**config.mk**
```make
export PLATFORM = sky130hd
export DESIGN_NAME = axil_skid_reg
export DESIGN_NICKNAME = d
export VERILOG_FILES = /design/src/hw/axil_skid_reg.sv
export SDC_FILE = /design/constraint.sdc
export NUM_CORES = 1
export LEC_CHECK = 0
export BUFFER_PORTS_ARGS = -buffer_cell sky130_fd_sc_hd__buf_2
export CORE_AREA = 2 2 39 41
export DETAILED_ROUTE_END_ITERATION = 8
export DIE_AREA = 0 0 41 43
export HOLD_SLACK_MARGIN = 0.06
export SKIP_CTS_REPAIR_TIMING = 1
export SYNTH_ARGS = -nofsm -noshare
export SYNTH_HDL_FRONTEND = slang
export SYNTH_SLANG_ARGS = --single-unit
```
**constraint.sdc**
```tcl
create_clock -name clk -period 1.25 [get_ports clk]
set_input_delay 0.0625 -clock clk [delete_from_list [all_inputs] [get_ports clk]]
set_output_delay 0.0625 -clock clk [all_outputs]
set_load 0.05 [all_outputs]
```
**src/hw/axil_skid_reg.sv**
```systemverilog
// Two-entry valid/ready skid buffer with registered ready, placed on AR and R paths of the crossbar
`timescale 1ns/1ps

module axil_skid_reg #(
    parameter type payload_t = logic
) (
    input  logic     clk,
    input  logic     rst,
    input  logic     in_valid,
    output logic     in_ready,
    input  payload_t in_data,
    output logic     out_valid,
    input  logic     out_ready,
    output payload_t out_data
);

    payload_t out_data_reg;
    payload_t skid_data_reg;
    logic     out_valid_reg;
    logic     skid_valid_reg;
    logic     in_ready_reg;

    always_ff @(posedge clk) begin
        if (!out_valid_reg || out_ready) begin
            // Output slot frees up, refill from skid first
            if (skid_valid_reg) begin
                out_data_reg <= skid_data_reg;
                out_valid_reg <= 1'b1;
                skid_valid_reg <= 1'b0;
            end else begin
                out_data_reg <= in_data;
                out_valid_reg <= in_valid && in_ready_reg;
            end
            in_ready_reg <= 1'b1;
        end else if (in_valid && in_ready_reg) begin
            // Output stalled, park the item and close the input
            skid_data_reg <= in_data;
            skid_valid_reg <= 1'b1;
            in_ready_reg <= 1'b0;
        end

        if (rst) begin
            out_valid_reg <= 1'b0;
            skid_valid_reg <= 1'b0;
            in_ready_reg <= 1'b0;
        end
    end

    assign in_ready = in_ready_reg;
    assign out_valid = out_valid_reg;
    assign out_data = out_data_reg;

    a_out_stable: assert property (
        @(posedge clk) disable iff (rst)
        out_valid && !out_ready |=> $stable(out_data)
    );

endmodule

```
# ---- Word-level counts from Yosys, hierarchy flattened
# Index checks and enable logic that the tools add are counted.
dict set report op_classes {
  n_mux 4
  bitwise_logic 1
  n_reduce_logical 6
}
# op n
set op_table {}
lappend op_table {{1-bit 2-to-1 mux} 4}
lappend op_table {{2-bit AND reduction} 1}
lappend op_table {{2-bit nonzero test} 1}
lappend op_table {{2-bit OR reduction} 1}
lappend op_table {{1-bit logical AND} 1}
lappend op_table {{1-bit logical NOT} 1}
lappend op_table {{1-bit logical OR} 1}
lappend op_table {{1-bit NOT} 1}
dict set report word_totals {
  regBits 5
  input_bits 5
  word_cells 16
}

# ---- Depth between registers and ports, before layout
dict set report logic_depth {
  depth_word 4
  depth_mapped 2
}

# ---- Worst setup path after synthesis
# No wires, ideal clock.
dict set report synth_timing {
  kind {register to register}
  from {register out_valid_reg, in the netlist out_valid}
  to {register skid_data_reg, enable pin}
  setup_time_ns 0.299
  t_arrival_ns 0.885
  t_required_ns 0.951
  setup_slack_ns 0.066
  path_stages_with_launch 3
  path_buffers 0
  synth_period_minus_slack_ns 1.184
  path_cell_list {dfxtp_1 -> nand2b_4 -> nor2_1}
}
dict set report synth_between {
  elab_chain_len 4
}
# element line_no
set synth_rtl {}
lappend synth_rtl {{start: declaration} 19} ;# logic out_valid_reg;
lappend synth_rtl {{start signal: assignment} 32} ;# out_valid_reg <= in_valid && in_ready_reg;
lappend synth_rtl {{1-bit logical NOT} 24} ;# if (!out_valid_reg || out_ready) begin
lappend synth_rtl {{1-bit logical OR} 24}
lappend synth_rtl {{1-bit NOT (no line)} n/a}
lappend synth_rtl {{2-bit AND reduction (no line)} n/a}
lappend synth_rtl {{end signal: assignment} 37} ;# skid_data_reg <= in_data;
lappend synth_rtl {{end: declaration} 18} ;# payload_t skid_data_reg;
# Every way passes these cells.
# A chain may end at the register's enable or synchronous reset.

# ---- Worst setup path after layout
dict set report layout_timing {
  from {input port in_data}
  to {register out_data_reg, in the netlist out_data (data pin)}
}
dict set report layout_between {
  elab_chain_len 1
}
# element line_no
set layout_rtl {}
lappend layout_rtl {{start: declaration} 11} ;# input payload_t in_data,
lappend layout_rtl {{1-bit 2-to-1 mux} 26} ;# if (skid_valid_reg) begin
lappend layout_rtl {{end signal: assignment} 27} ;# out_data_reg <= skid_data_reg;
lappend layout_rtl {{end signal: assignment} 31} ;# out_data_reg <= in_data;
lappend layout_rtl {{end: declaration} 17} ;# payload_t out_data_reg;
# Every way passes these cells.

==> metrics <==
Worst Hold Class in2reg; min Tclk post-route 983 ps; Ys Warns 0; Sink Count 5; worst vdd ir roughly 0.00068 V; combinational power share 0.137; clock transition at the registers of the reported paths around 40 ps; f_max a little over 1 GHz; DRT iter0 DRCs 0; sw power 0.000102 W; core area 1380 um^2; Final Hold Violating Endpoints 0; DRC viols 0; syn avg cell area roughly 14 um^2; routability cong. 0.697; global-route usage over all layers 0.0505; crit end category register; Max Transition Viols Final 0; CP startpoint kind primary input; first-pass GRT wire length 496 um; Final nets 33; H-tree levels 1; WP data arrival slightly below 1000 ps; worst slew pin tran about 250 ps; clock buffer depth 2; hold depth 3; clk_skew 0.344 ps; CTS root buf clkbuf_4; cell internal pwr 0.000321 W; Synth top area share 0.302; kind of critical path in2reg; Synth-to-Final Area Change 50.9%; FF-to-FF setup slack around 330 ps; Pleak ~0.13 nW; initial core utilization 0.144; synthesized area 199 um^2; Switching Share 0.241; Post-Synthesis Cells 14; Ant. Diodes 0; Buffers on Ports 7; final WL 340 um; Yosys reg bits 5; Critical Path RT 1240 ps; Pre-Repair DR Iteration Count 1; IO Pins 8; total CTS buffers 3; vias after detailed routing 146; chip width 41 um; Via density 3.40; final period utilization 0.786; CTS tree done; post-synth top area cell dfxtp_1; run status complete, no violations; most frequent cells in the layout buf_2 (7), clkbuf_4 (3), dfxtp_1 (3); Yosys cell types 11; slowest stage cell, crit path dlygate4sd3_1; max-cap viol count 0; share of layout cells above drive strength 1 0.556; sequential area share after synthesis 0.604; final design utilization 0.217; row count 14; total gr overflow 0; Setup Viol. Count Final 0; relative slew slack 0.835; crit-path cells dlygate4sd3_1 > buf_2 > mux2_4; Die H 43 um; power density over the cells 1410 nW/um^2; Worst-Skew Late Latency 240 ps; Flop pwr share 0.432; clock share of power 0.431; initial antenna violation count 0; syn nets 19; Worst Reg-to-Reg Cells 1; WL/cell a little under 8 um; commonest non-fill, non-tap cell in the layout buf_2; CP max stage delay 530 ps; setup repair after global routing missed its margin false; final setup TNS 0 ps; total die area 1760 um^2; largest cells by area after synthesis dfxtp_1 (30%), edfxtp_1 (30%), mux2_4 (7.5%), nand2b_4 (6.9%), nor3_2 (5.0%); CP max FO 2; number of global-route vias before repair 119; pin count of the biggest net entering global routing 6; Final ANT Viol Nets 0
## Yosys cell counts (all sizes together)
| cell type | count |
|---|---|
| mux2 | 1 |
| a21oi | 2 |
| nor3 | 1 |
| nand2b | 1 |
| dfxtp | 3 |
| nand2 | 1 |
| edfxtp | 2 |
| nor2 | 1 |
| nor2b | 1 |
| o21ba | 1 |
## critical path, delay by kind of cell
kind	cells	cell delay (ps)
buffers and inverters	2	660
muxes	1	250
## cell type report
cell class	count	area [um^2]
Clock buffer	4	26.3
Fill cell	151	1080
Multi-Input combinational cell	9	78.8
Sequential cell	5	120
Tap cell	16	20.0
Timing Repair Buffer	9	55.1
## path summary, 6_finish.rpt
| path | from | endpoint |
|---|---|---|
| setup reg to reg | skid_valid_reg | out_data |
| hold reg to reg | out_valid | skid_valid_reg |
| setup / recovery | in_data | out_data |
| hold / removal | out_ready | skid_valid_reg |
## cell families (layout without fill, tap and decap cells)
logic type	count (synthesis)	count (layout)	synth area share
and+or+nand+nor	5	5	0.201
buffers and inverters	0	13	0
DFF	5	5	0.604
muxes	1	1	0.0754
AOI/OAI and AO/OA	3	3	0.119
## metrics by stage
stage	std cells	hold WS (ps)	setup WS, ps	total power (W)	area [um^2]
after floorplan	14	132	65.9	0.000222	199
after global placement	37	262	355	0.000239	254
after detailed placement	37	267	334	0.000239	254
after CTS	41	15.5	277	0.000426	280
after global routing	43	134	233	0.000452	300
final	43	137	267	0.000423	300
## routing by layer
layer,vias up,global-route usage,routed length (um)
met5,-,0,0
met4,0,0.0200,0
met3,0,0.0628,60
met2,11,0.0469,117
met1,60,0.0656,161
li1,75,-,-
## power groups by stage
stage          Combinational (W)  Sequential (W)  Clock (W)
4_1_cts                0.0000539        0.000183   0.000190
3_3_place_gp           0.0000535        0.000185          0
2_1_floorplan          0.0000146        0.000207          0
3_5_place_dp           0.0000539        0.000185          0
5_1_grt                0.0000616        0.000183   0.000207
6_report               0.0000579        0.000182   0.000182
(Power assumes the default switching activity.)
